$ cat config.mk
export PLATFORM = sky130hd
export DESIGN_NAME = lc3b_stage_latch
export DESIGN_NICKNAME = d
export VERILOG_FILES = /design/src/source/lc3b_isa_pkg.sv /design/src/source/lc3b_mem_bus_pkg.sv /design/src/source/lc3b_stage_latch.sv
export VERILOG_INCLUDE_DIRS = /design/src /design/src/include
export SDC_FILE = /design/constraint.sdc
export NUM_CORES = 1
export LEC_CHECK = 0
export BUFFER_PORTS_ARGS = -buffer_cell sky130_fd_sc_hd__buf_2
export CAP_MARGIN = 30
export CORE_MARGIN = 1
export CORE_UTILIZATION = 37
export CTS_CLUSTER_SIZE = 28
export DETAILED_ROUTE_END_ITERATION = 6
export PLACE_DENSITY = 0.77
export SLEW_MARGIN = 40
export SYNTH_ARGS = -nofsm -noshare
export SYNTH_HDL_FRONTEND = slang
export SYNTH_SLANG_ARGS = --single-unit
$ cat constraint.sdc
create_clock -name clk -period 1.74 [get_ports clk]
set_input_delay 0.087 -clock clk [delete_from_list [all_inputs] [get_ports clk]]
set_output_delay 0.087 -clock clk [all_outputs]
set_load 0.03 [all_outputs]
$ cat src/include/lc3b_mem_consts.svh
`ifndef LC3B_MEM_CONSTS_SVH
`define LC3B_MEM_CONSTS_SVH

// data path and address width of the core
`define LC3B_WORD_W 16

// data memory depth in 16-bit words
// addresses wrap on the word address bits
`define LC3B_MEM_WORDS 256

// cycles from the first request cycle to the response
`define LC3B_MEM_LATENCY 2

`endif

$ cat src/source/lc3b_isa_pkg.sv
`include "lc3b_mem_consts.svh"

package lc3b_isa_pkg;

    typedef logic [`LC3B_WORD_W-1:0] lc3b_word;

    // LC-3b opcode encodings that the memory stage cares about
    // anything else reaches the stage as op_nop
    typedef enum logic [3:0] {
        op_nop  = 4'b0000,
        op_ldb  = 4'b0010,
        op_stb  = 4'b0011,
        op_ldr  = 4'b0110,
        op_str  = 4'b0111,
        op_ldi  = 4'b1010,
        op_sti  = 4'b1011,
        op_trap = 4'b1111
    } lc3b_opcode;

    // control bits carried down the pipe with an instruction
    // only the opcode is needed in the memory stage so far
    typedef struct packed {
        lc3b_opcode opcode;
    } lc3b_control_word;

endpackage

$ cat src/source/lc3b_mem_bus_pkg.sv
package lc3b_mem_bus_pkg;

    import lc3b_isa_pkg::*;

    // one decoded operation as handed over from execute
    typedef struct packed {
        lc3b_control_word ctrl;
        lc3b_word         src_data;
        lc3b_word         alu_data;   // effective address
        lc3b_word         trapvect8;  // vector in the low byte with the upper byte zero
    } mem_op_t;

    // data memory request qualified by data_request
    typedef struct packed {
        lc3b_word   address;
        lc3b_word   wdata;
        logic [1:0] byte_enable;  // [0] low byte, [1] high byte
        logic       write;
    } mem_req_t;

    // data memory response qualified by data_response
    typedef struct packed {
        lc3b_word rdata;
    } mem_rsp_t;

endpackage

$ cat src/source/lc3b_stage_latch.sv
`timescale 1ns/1ps

module lc3b_stage_latch
    import lc3b_isa_pkg::*;
    import lc3b_mem_bus_pkg::*;
(
    input  logic     clk,
    input  logic     rst_n,
    input  logic     flush,
    input  logic     advance,
    input  logic     issue_valid,
    input  mem_op_t  issue,
    input  logic     ready,
    input  logic     load_memaddr,
    input  lc3b_word rdata,
    output logic     issue_ready,
    output logic     op_valid,
    output logic     done,
    output mem_op_t  op
);

    // op leaves the stage when its access is complete and downstream takes it
    assign done = op_valid && ready && advance;

    // empty or emptying this cycle and not flushing
    assign issue_ready = !flush && (!op_valid || done);

    always_ff @(posedge clk) begin
        if (!rst_n) begin
            op_valid <= 1'b0;
        end else if (flush) begin
            op_valid <= 1'b0;
        end else if (issue_ready) begin
            op_valid <= issue_valid;
        end
    end

    always_ff @(posedge clk) begin
        if (issue_ready && issue_valid) begin
            op <= issue;
        end else if (load_memaddr) begin
            // indirect pointer becomes the effective address
            op.alu_data <= rdata;
        end
    end

    // pointer fetch only for a held op and never in the cycle a new op is taken
    assert property (@(posedge clk) disable iff (!rst_n)
        load_memaddr |-> op_valid && !issue_ready);

endmodule

---- After elaboration in Yosys (flattened, before gate mapping) ----
Index checks and enable logic that the tools add are counted.
storage, ports and cells
  bits in registers ....................... 53
  input port bits ......................... 75
  output and inout port bits .............. 55
cells by class
  mux-type cells .......................... 2
  bitwise logic cells ..................... 1
  reduce and logical (&&, ||, !) cells .... 9
operator list
  operator            number
  2-to-1 mux 16 bit   2
  logical AND 1 bit   4
  logical NOT 1 bit   2
  nonzero test 2 bit  1
  OR reduction 2 bit  1
  logical OR 1 bit    1
  inverter 1 bit      1

---- Logic depth before layout (Yosys ltp) ----
  depth after elaboration ................. 6
  mapped depth ............................ 5
  gate-level depth less buffers ........... 3

---- Worst setup path after synthesis ----
No wires, ideal clock.
  kind .................................... register to register
  start point ............................. register op_valid
  end point ............................... register op[16] (netlist name) (enable)
  library setup time ...................... 0.291 ns
  data arrival time ....................... 1.540 ns
  data required time ...................... 1.449 ns
  slack ................................... -0.091 ns
  cell stages (with the launch flop) ...... 6
  period minus slack after synthesis ...... 1.831 ns
  cell sequence ........................... dfxtp_1 a21boi_4 nor3b_2 buf_6 buf_12 or2_2
between the ends
  word-level cells in the longest chain between the ends .. 6
RTL lines
  element                                RTL line                text
  start, declared                        lc3b_stage_latch.sv:17  output logic op_valid,
  start signal, assigned                 lc3b_stage_latch.sv:34  op_valid <= issue_valid;
  logical AND 1 bit (2 in a row)         lc3b_stage_latch.sv:23  assign done = op_valid && ready && advance;
  logical OR 1 bit *                     lc3b_stage_latch.sv:26  assign issue_ready = !flush && (!op_valid || done);
  logical AND 1 bit *                    lc3b_stage_latch.sv:26
  logical AND 1 bit *                    lc3b_stage_latch.sv:39  if (issue_ready && issue_valid) begin
  nonzero test 2 bit (no source line) *  -
  end signal, assigned                   lc3b_stage_latch.sv:40  op <= issue;
  end, declared                          lc3b_stage_latch.sv:19  output mem_op_t op
Mark *: on every way between the ends. The rest lies on a longest branch, timed or not.
A chain may end at the register's enable or synchronous reset.

---- Worst setup path in the final report ----
  start point ............................. input port flush
  end point ............................... register op[21] (netlist name), data pin
between the ends
  word-level cells in the longest chain between the ends .. 4
RTL lines
  element            RTL line                text
  start, declared    lc3b_stage_latch.sv:9   input logic flush,
  logical NOT 1 bit  lc3b_stage_latch.sv:26
  logical AND 1 bit  lc3b_stage_latch.sv:26
  logical AND 1 bit  lc3b_stage_latch.sv:39
  2-to-1 mux 16 bit  lc3b_stage_latch.sv:39
Every way passes these cells.

==> results.py <==
metrics = {
    "run_status": {
        "status": "finished, final reports clean",
    },
    "power_and_ir_drop": {
        "p_leak_uw": 0.001333,
        "power_density_nw_per_um2": 849.6,
        "ir_worst_vdd_uv": 467.5,
        "finalPower_uw": 2612,
    },
    "worst_setup_path": {
        "critPathKind": "in2reg",
        "worstPathArrival_ns": 1.60,
        "crit_chain": "dlygate4sd3_1 -> buf_2 -> nor3b_4 -> buf_12 -> mux2_2",
        "critPathMaxStageDelay_ns": 0.53,
        "cp-end-kind": "flop",
        "critPathRequiredTime_ns": 1.79,
        "cp-start-kind": "input port",
        "worst-path-max-fanout": 21,
        "slowest_stage": "dlygate4sd3_1",
    },
    "timing": {
        "fin_crit_ns": 1.556,
        "fin_crit_sh_pct": 89.45,
        "setup-violations-final": 0,
        "hold_violations": 0,
        "finalMaxSlewViolations": 0,
        "max_freq_mhz": 642.5,
        "finClkSkew_ns": 0.002421,
        "max_slew_margin_pct": 74.05,
        "worst_pin_slew_ns": 0.3893,
        "rsz0062_at_grt": "false",
        "setup_tns_ns": 0,
    },
    "clock_tree": {
        "numCtsBuffers": 5,
        "cts_tree": "done",
        "path_clk_slew_ns": 0.09,
        "cts_root_buf": "clkbuf_8",
        "postCtsSetupBuffers": 0,
        "clock_sinks": 53,
        "clockBufferDepth": 2,
        "clk_latency_ns": 0.29,
        "h-tree-depth": 2,
    },
    "cells_and_area": {
        "fin_nets": 326,
        "antenna_cells": 0,
        "fill_cells": 371,
        "area_delta_synth_final_pct": 63.26,
        "postLayoutCellArea_sq_um": 3074,
        "fin_cells": 319,
        "drive_above_1_share_pct": 63.10,
        "utilization_pct": 63.82,
    },
    "global_routing": {
        "antenna_found_initial": 0,
        "grt_max_degree": 32,
        "use_met3_pct": 8.093,
        "grt_pass1_wl_microns": 6216,
        "busiest_layer": "met2",
        "use_met1_pct": 17.67,
        "first_global_vias": 1308,
        "grt_overflow_total": 0,
        "grtUsageTotal_pct": 16.10,
        "use_met2_pct": 27.88,
    },
    "synth": {
        "netlist_area_sq_um": 1883,
        "synth_area_leaders": "edfxtp_1 (83%), mux2_4 (6.4%), mux2_2 (4.8%)",
        "syn_inst": 78,
        "synth_nets": 153,
        "ys_seq_area_share_pct": 83.99,
        "yosysTopAreaCell": "edfxtp_1",
        "syn_area_per_cell_sq_um": 24.14,
        "yosysMostFrequentCell": "edfxtp_1",
        "ys_warn_count": 0,
        "ys_seq_elements": 53,
        "synth_top_area_share_pct": 82.92,
        "synth-edff-count": 52,
        "ys_types": 12,
        "ys_async_sr_fraction_pct": 0,
        "yosys-top-cells-count": "edfxtp_1 (52), mux2_2 (8), mux2_4 (8)",
        "synth-main-ff-cell": "edfxtp_1",
    },
    "detailed_routing": {
        "ant_nets": 0,
        "first_pass_iters": 4,
        "first_iter_violations": 49,
        "route.detailed.drc": 0,
        "wl_per_cell_microns": 13.82,
        "num_vias": 1361,
        "finalWirelength_microns": 4410,
        "routed_via_density": 4.266,
    },
    "placed_design": {
        "place_inst": 274,
        "dpl_cell_area_sq_um": 2616,
        "hpwl_microns": 2818,
        "finalWeightedCongestion": 0.7038,
        "io_buffers": 129,
    },
    "die": {
        "fp.dieH_microns": 73.34,
        "rows": 25,
        "dieArea_sq_um": 5379,
        "io_pins": 130,
        "die_w_microns": 73.34,
        "coreArea_sq_um": 4817,
        "start_util_pct": 39.09,
    },
    "flow_run": {
        "max_cap_viol_count": 0,
    },
    "worst_hold_path": {
        "hold_path_class": "in2reg",
    },
}
[logic make-up after synthesis]
group	Yosys count	synth area share, %
compound gates	1	0.9968
buf+inv	2	1.661
flops	53	83.99
mux	16	11.16
simple gates	6	2.193
[power by group]
group / internal [uW] / switching (uW) / leakage [uW]
sequential: 1490 / 17.4 / 0.000504
clock: 284 / 366 / 0.0000374
combinational: 206 / 252 / 0.000791
[stage by stage]
| step | hold WS (ns) | setup WS, ns |
|---|---|---|
| after floorplan | 0.1557 | 0.01847 |
| after global placement | 0.2644 | 0.2419 |
| after CTS | 0.03534 | 0.1768 |
| after detailed placement | 0.2651 | 0.1966 |
| final | 0.05338 | 0.1836 |
| after global routing | 0.03673 | 0.1357 |
[critical path: cells and delay by family]
family | cells | cell delay, ns
buf+inv | 3 | 0.89
mux | 1 | 0.35
simple gates | 1 | 0.27
[placed cells by master (no fill, tap or decap)]
cell type,count
clkbuf_1,1
edfxtp_1,52
mux2_4,8
nor2_1,2
buf_12,1
buf_2,129
mux2_2,8
a21boi_4,1
buf_4,1
dlygate4sd3_1,37
and3_2,1
clkinvlp_4,2
or2_2,1
nor3b_1,1
dfxtp_2,1
clkbuf_8,5
nor3b_4,1
[registers in the layout (all words and copies together), names as in the netlist]
signal and count:
op 52, op_valid 1
[per-layer routing]
metal	wire, microns	vias up
met3	610	4
met5	0	-
met4	23	0
li1	-	650
met1	1675	608
met2	2099	99
[path summary, 6_finish.rpt]
path / slack [ns] / end / start / cells after the start
worst max-delay path: 0.18 / op[21] / flush / 5
worst min-delay path: 0.05 / op_valid / rst_n / 2
worst max register to register: 0.20 / op[21] / op_valid / 4
worst min register to register: 0.65 / op_valid / op_valid / 3
[area by class of cell]
type                    instances  area [sq um]  area share [%]
repair buffers                168          1044           33.94
clock inverters                 2         15.01          0.4884
well taps                      67         83.83           2.727
clock buffers                   6         72.57           2.361
multi-input cells              23         276.5           8.995
flip-flops and latches         53          1583           51.49
[repair_timing]
item / CTS / global route
hold endpoints to repair: 37 / 0
hold buffers: 37 / 0
gates resized for setup: 0 / 0
No activity file was read; power rests on OpenSTA's default activity.
