$ cat src/include/lc3b_mem_consts.svh
`ifndef LC3B_MEM_CONSTS_SVH
`define LC3B_MEM_CONSTS_SVH

// data path and address width of the core
`define LC3B_WORD_W 16

// data memory depth in 16-bit words
// addresses wrap on the word address bits
`define LC3B_MEM_WORDS 256

// cycles from the first request cycle to the response
`define LC3B_MEM_LATENCY 2

`endif

$ cat src/source/lc3b_isa_pkg.sv
`include "lc3b_mem_consts.svh"

package lc3b_isa_pkg;

    typedef logic [`LC3B_WORD_W-1:0] lc3b_word;

    // LC-3b opcode encodings that the memory stage cares about
    // anything else reaches the stage as op_nop
    typedef enum logic [3:0] {
        op_nop  = 4'b0000,
        op_ldb  = 4'b0010,
        op_stb  = 4'b0011,
        op_ldr  = 4'b0110,
        op_str  = 4'b0111,
        op_ldi  = 4'b1010,
        op_sti  = 4'b1011,
        op_trap = 4'b1111
    } lc3b_opcode;

    // control bits carried down the pipe with an instruction
    // only the opcode is needed in the memory stage so far
    typedef struct packed {
        lc3b_opcode opcode;
    } lc3b_control_word;

endpackage

$ cat src/source/lc3b_mem_bus_pkg.sv
package lc3b_mem_bus_pkg;

    import lc3b_isa_pkg::*;

    // one decoded operation as handed over from execute
    typedef struct packed {
        lc3b_control_word ctrl;
        lc3b_word         src_data;
        lc3b_word         alu_data;   // effective address
        lc3b_word         trapvect8;  // vector in the low byte with the upper byte zero
    } mem_op_t;

    // data memory request qualified by data_request
    typedef struct packed {
        lc3b_word   address;
        lc3b_word   wdata;
        logic [1:0] byte_enable;  // [0] low byte, [1] high byte
        logic       write;
    } mem_req_t;

    // data memory response qualified by data_response
    typedef struct packed {
        lc3b_word rdata;
    } mem_rsp_t;

endpackage

$ cat src/source/lc3b_mem_stage_ctrl.sv
`timescale 1ns/1ps

module lc3b_mem_stage_ctrl
    import lc3b_isa_pkg::*;
    import lc3b_mem_bus_pkg::*;
(
    input  logic     clk,
    input  logic     rst_n,
    input  logic     flush,
    input  logic     advance,
    input  logic     op_valid,
    input  mem_op_t  op,
    input  logic     data_response,
    input  mem_rsp_t rsp,
    output logic     data_request,
    output mem_req_t req,
    output lc3b_word mem_output,
    output logic     ready,
    output logic     load_memaddr
);

    typedef enum logic {
        first_hit,
        second_hit
    } state_t;

    state_t     state;
    state_t     next_state;
    lc3b_opcode opcode;
    logic       is_access;
    logic       need_second;
    logic       final_rsp;
    logic       held;
    lc3b_word   held_data;
    lc3b_word   load_data;

    assign opcode = op.ctrl.opcode;

    assign is_access = opcode inside {op_ldb, op_ldi, op_ldr, op_stb, op_sti, op_str, op_trap};

    // indirect ops read the pointer first
    assign need_second = (opcode == op_ldi) || (opcode == op_sti);

    // last response of the sequence for this op
    assign final_rsp = op_valid && !flush && !held && is_access && data_response &&
                       ((state == second_hit) || !need_second);

    // no further requests once the result waits for advance
    assign data_request = op_valid && is_access && !held && !flush;

    // non-memory ops pass straight through
    assign ready = op_valid && !flush && (held || final_rsp || !is_access);

    // latch swaps the pointer word from rsp in at the next edge
    assign load_memaddr = op_valid && !flush && need_second && (state == first_hit) &&
                          data_response;

    assign mem_output = held ? held_data : load_data;

    always_comb begin : request_fields
        req             = '0;
        req.address     = op.alu_data;
        req.byte_enable = 2'b11;
        case (opcode)
            op_stb: begin
                req.write = 1'b1;
                // byte goes to the lane picked by the low address bit
                if (op.alu_data[0]) begin
                    req.wdata       = {op.src_data[7:0], 8'd0};
                    req.byte_enable = 2'b10;
                end else begin
                    req.wdata       = {8'd0, op.src_data[7:0]};
                    req.byte_enable = 2'b01;
                end
            end
            op_str: begin
                req.write = 1'b1;
                req.wdata = op.src_data;
            end
            op_sti: begin
                // first hit is a plain read of the pointer
                if (state == second_hit) begin
                    req.write = 1'b1;
                    req.wdata = op.src_data;
                end
            end
            op_trap: begin
                // vector table entry at trapvect8 times two
                req.address = {7'd0, op.trapvect8[7:0], 1'b0};
            end
            default: ;
        endcase
    end

    always_comb begin : load_format
        load_data = '0;
        case (opcode)
            op_ldb: begin
                if (op.alu_data[0]) begin
                    load_data = {8'd0, rsp.rdata[15:8]};
                end else begin
                    load_data = {8'd0, rsp.rdata[7:0]};
                end
            end
            op_ldr, op_ldi, op_trap: begin
                load_data = rsp.rdata;
            end
            default: ;
        endcase
    end

    always_comb begin : next_state_logic
        next_state = state;
        case (state)
            first_hit: begin
                if (load_memaddr) begin
                    next_state = second_hit;
                end
            end
            second_hit: begin
                // stay until the downstream stage takes the result
                if (ready && advance) begin
                    next_state = first_hit;
                end
            end
            default: next_state = first_hit;
        endcase
        if (flush) begin
            next_state = first_hit;
        end
    end

    always_ff @(posedge clk) begin
        if (!rst_n) begin
            state <= first_hit;
            held  <= 1'b0;
        end else begin
            state <= next_state;
            if (flush || (ready && advance)) begin
                held <= 1'b0;
            end else if (final_rsp) begin
                held <= 1'b1;
            end
        end
    end

    // result kept while advance is low
    always_ff @(posedge clk) begin
        if (final_rsp) begin
            held_data <= load_data;
        end
    end

    // a pending request is only withdrawn by flush
    assert property (@(posedge clk) disable iff (!rst_n || flush)
        data_request && !data_response |=> data_request);

    // address, data and enables may not move before the response
    assert property (@(posedge clk) disable iff (!rst_n || flush)
        data_request && !data_response |=> $stable(req));

endmodule

$ cat config.mk
export PLATFORM = sky130hd
export DESIGN_NAME = lc3b_mem_stage_ctrl
export DESIGN_NICKNAME = d
export VERILOG_FILES = /design/src/source/lc3b_isa_pkg.sv /design/src/source/lc3b_mem_bus_pkg.sv /design/src/source/lc3b_mem_stage_ctrl.sv
export VERILOG_INCLUDE_DIRS = /design/src /design/src/include
export SDC_FILE = /design/constraint.sdc
export NUM_CORES = 1
export LEC_CHECK = 0
export ABC_CLOCK_PERIOD_IN_PS = 5900
export BUFFER_PORTS_ARGS = -buffer_cell sky130_fd_sc_hd__clkbuf_2
export CORE_MARGIN = 1.5
export CORE_UTILIZATION = 42
export CTS_CLUSTER_DIAMETER = 150
export DETAILED_ROUTE_END_ITERATION = 7
export PLACE_DENSITY = 0.86
export SYNTH_ARGS = -nofsm -noshare
export SYNTH_HDL_FRONTEND = slang
export SYNTH_SLANG_ARGS = --single-unit
$ cat constraint.sdc
create_clock -name clk -period 5.9 [get_ports clk]
set_input_delay 0.885 -clock clk [delete_from_list [all_inputs] [get_ports clk]]
set_output_delay 0.885 -clock clk [all_outputs]
set_load 0.1 [all_outputs]
Word-level counts from Yosys, hierarchy flattened
Index checks and enable logic that the tools add are counted.
Operators by class
  equality and inequality tests: 7
  muxes and demuxes: 13
  bitwise logic cells: 2
  reductions and logical operators: 27
Operator list (count)
  two-way mux 16 bit: 3
  one-hot mux 16 bit (3 select lines): 1
  one-hot mux 16 bit (2 select lines): 1
  two-way mux 18 bit: 1
  logical AND 1 bit: 13
  == test 4 bit (second input constant): 3
  == test 4 x 2 -> 1 bit (second input constant): 2
  == test 4 x 3 -> 1 bit (second input constant): 2
  two-way mux 8 bit: 1
  nonzero test 7 bit: 1
  OR reduction 2 bit: 3
  logical OR 1 bit: 5
  zero test 1 bit: 4
  one-hot mux 1 bit (2 select lines): 2
  two-way mux 1 bit: 3
  OR reduction 3 bit: 1
  two-way mux 2 bit: 1
  NOT 1 bit: 2
Storage, ports and cells
  register bits after elaboration: 18
  logic and storage cells: 52

Longest topological paths before layout
  depth in word-level cells: 12
  mapped depth: 6
  depth with buffers taken out: 4

Least setup slack after synthesis
OpenSTA, ideal clock, no wires.
  path type: input to output
  start: in op[51] (netlist bit)
  end: out req[11] (netlist bit)
  arrival: 4.215 ns
  slack: 0.800 ns
  stages on the path: 5
  path buffers: 2
  cells stage by stage: buf_6 -> buf_2 -> nor4b_1 -> inv_1 -> o21ai_0
RTL lines
  start, declared: RTL line lc3b_mem_stage_ctrl.sv:12  | input mem_op_t op,
  end, declared: RTL line lc3b_mem_stage_ctrl.sv:16  | output mem_req_t req,

Worst setup path in the final report
  start: in op[50] (netlist bit)
  end: out mem_output[15]
On the way
  longest elaborated chain between the ends: 4
  elaborated cells on any way between the ends: 7
  those cells by class: 4 x eq/ne; 2 x mux; 1 x reduce/logical
RTL lines
  == test 4 bit / == test 4 x 3 -> 1 bit (equally long branches): RTL line lc3b_mem_stage_ctrl.sv:97  | case (opcode)
  OR reduction 3 bit: RTL line lc3b_mem_stage_ctrl.sv:97
  one-hot mux 16 bit (2 select lines) *: RTL line lc3b_mem_stage_ctrl.sv:97
  two-way mux 16 bit *: RTL line lc3b_mem_stage_ctrl.sv:58  | assign mem_output = held ? held_data : load_data;
  end, declared: RTL line lc3b_mem_stage_ctrl.sv:17  | output lc3b_word mem_output,
Mark *: on every way between the ends. The rest lies on a longest branch, timed or not.

==> reports/qor.csv <==
metric;value;unit
synth_seq_cells;18;
layout_common_cells;clkbuf_2, nand2_1, and2_1;
cp-start-kind;primary input;
min_path_cells;2;
numCtsBuffers;3;
yosysSeqAreaShare;0.337;
rsz0062_at_grt;false;
run_status;completed;
syn_nets;241;
synth_warnings;0;
worstPathArrival;2640;ps
antenna_found_initial;0;
synth-edff-count;16;
dpl.hpwl;3270;um
period_needed;3530;ps
clock_path_buffers;2;
finalSetupViolCount;0;
final_common_cell;clkbuf_2;
grt_overflow;0;
drive_gt1_frac;0.532;
clkSinkCount;18;
wl_per_cell;12.1;um
multi_input_area;913;um2
grt_max_degree;17;
htreeDepth;1;
syn_area;0.00154;mm2
clkSlewWorstSetupHoldPaths;70;ps
diodes;0;
power.net_switching;196;uW
switching_share;0.446;
crit_type;in2out;
grt_util_all_layers;0.196;
p_clk_frac;0.230;
ant_nets;0;
power_leakage;1.09;nW
cp-end-kind;output port;
fin_nets;357;
drv_slew;0;
ir_worst_vdd;162;uV
drc;0;
seqPwrFrac;0.319;
power_density;201;mW/mm2
hold_path_class;reg2reg;
wirelength;3980;um
seqCellArea;520;um2
ys.flop_type;edfxtp_1;
combPwrFrac;0.451;
vias;1623;
ys_async_sr_fraction;0;
fin_area;0.00219;mm2
fp.dieW;63.6;um
core-area;0.00344;mm2
clk_latency;250;ps
post_cts_buffers;0;
fmax;0.284;GHz
cts_resized;0;
fin_setup_tns;0;ps
synth_cell_types;38;
dpl_cell_area;0.00214;mm2
syn_avg_cell_area;9.25;um2
drt_first_pass_iters;4;
start_util;0.449;
finalHoldViolCount;0;
cts-root-buf;clkbuf_8;
reg2reg_depth;4;
crit_required;5020;ps
rows;21;
grt_pass1_wl;6480;um
die_h;63.6;um
holdWs;536;ps
cts_tree;done;
dieArea;0.00405;mm2
io_pins;128;
p_int;244;uW
syn-instance-count;167;
maxCapViolations;0;
fin_crit_sh;0.598;
num-fill-cells;290;
relSlewSlack;0.606;
worst_pin_slew;591;ps
syn_to_final_growth;42.1;%
r2r_setup_slack;4530;ps
routed_via_density;4.95;
cts_hold_buf;0;
clock_skew;2.17;ps
gp_congestion;0.789;
grt_pass1_vias;1502;
port_buffers;119;
first_iter_violations;95;
worstPathMaxFanout;16;
worst max-delay path, stage by stage:
cell	delay, ps
clkbuf_2	310
nor3b_1	230
a21oi_1	80
nor2_1	450
a22o_1	230
clkbuf_2	460
power by group through the flow:
stage | registers [mW] | clock network [mW] | logic [mW]
after global routing | 0.141 | 0.111 | 0.209
after floorplan | 0.143 | 0 | 0.160
final | 0.141 | 0.101 | 0.199
after CTS | 0.141 | 0.103 | 0.200
after detailed placement | 0.144 | 0 | 0.199
after global placement | 0.143 | 0 | 0.198
final timing paths:
check                            start             end
worst min register to register   state           state
worst min-delay path             state           state
worst max register to register   state    held_data[7]
worst max-delay path            op[50]  mem_output[15]
stage by stage:
stage          power [mW]  setup WS (ps)  utilization  cells
2_1_floorplan       0.303            800            -    167
3_3_place_gp        0.341           2390        0.622    324
3_5_place_dp        0.343           2390        0.622    324
4_1_cts             0.443           2390        0.638    328
5_1_grt             0.461           2210        0.638    328
6_report            0.441           2370        0.638    328
cell families after synthesis:
logic type,Yosys count,share of synthesized area
AND/OR/NAND/NOR,76,0.289
flip-flops,18,0.337
buffers and inverters,21,0.0713
AO/OA/AOI/OAI,35,0.180
XOR/XNOR,1,0.00567
multiplexers,16,0.117
area by class of cell:
class | instances | area share
Clock buffer | 4 | 0.0251
Sequential cell | 18 | 0.237
Multi-Input combinational cell | 128 | 0.416
Inverter | 12 | 0.0205
Tap cell | 46 | 0.0262
Timing Repair Buffer | 120 | 0.275
metal layers:
layer	part of all wire	GRT usage	up-vias
met5	0	0	-
met4	0.0048	0.0462	0
met3	0.057	0.0411	2
met2	0.51	0.349	60
met1	0.43	0.242	732
li1	-	-	829
flip-flops by register name (all words and copies together) (netlist names):
register and cells:
held_data 16, held 1, state 1
Yosys cell counts, types with 2 or more instances:
cell / instances / area share
nand2b_1: 6 / 0.024
nand3_1: 9 / 0.029
and2_1: 17 / 0.069
inv_1: 11 / 0.027
nand3b_1: 2 / 0.0097
o21ai_1: 4 / 0.013
o31ai_1: 8 / 0.039
clkbuf_1: 3 / 0.0073
a21oi_1: 4 / 0.013
nand2_1: 18 / 0.044
mux2_2: 16 / 0.12
nor2b_1: 3 / 0.012
a21oi_2: 2 / 0.011
nor2_1: 10 / 0.024
buf_6: 3 / 0.022
a22o_1: 8 / 0.045
buf_4: 2 / 0.0097
dfxtp_1: 2 / 0.026
o21ai_0: 5 / 0.016
edfxtp_1: 16 / 0.31
No activity file was read; power rests on OpenSTA's default activity.
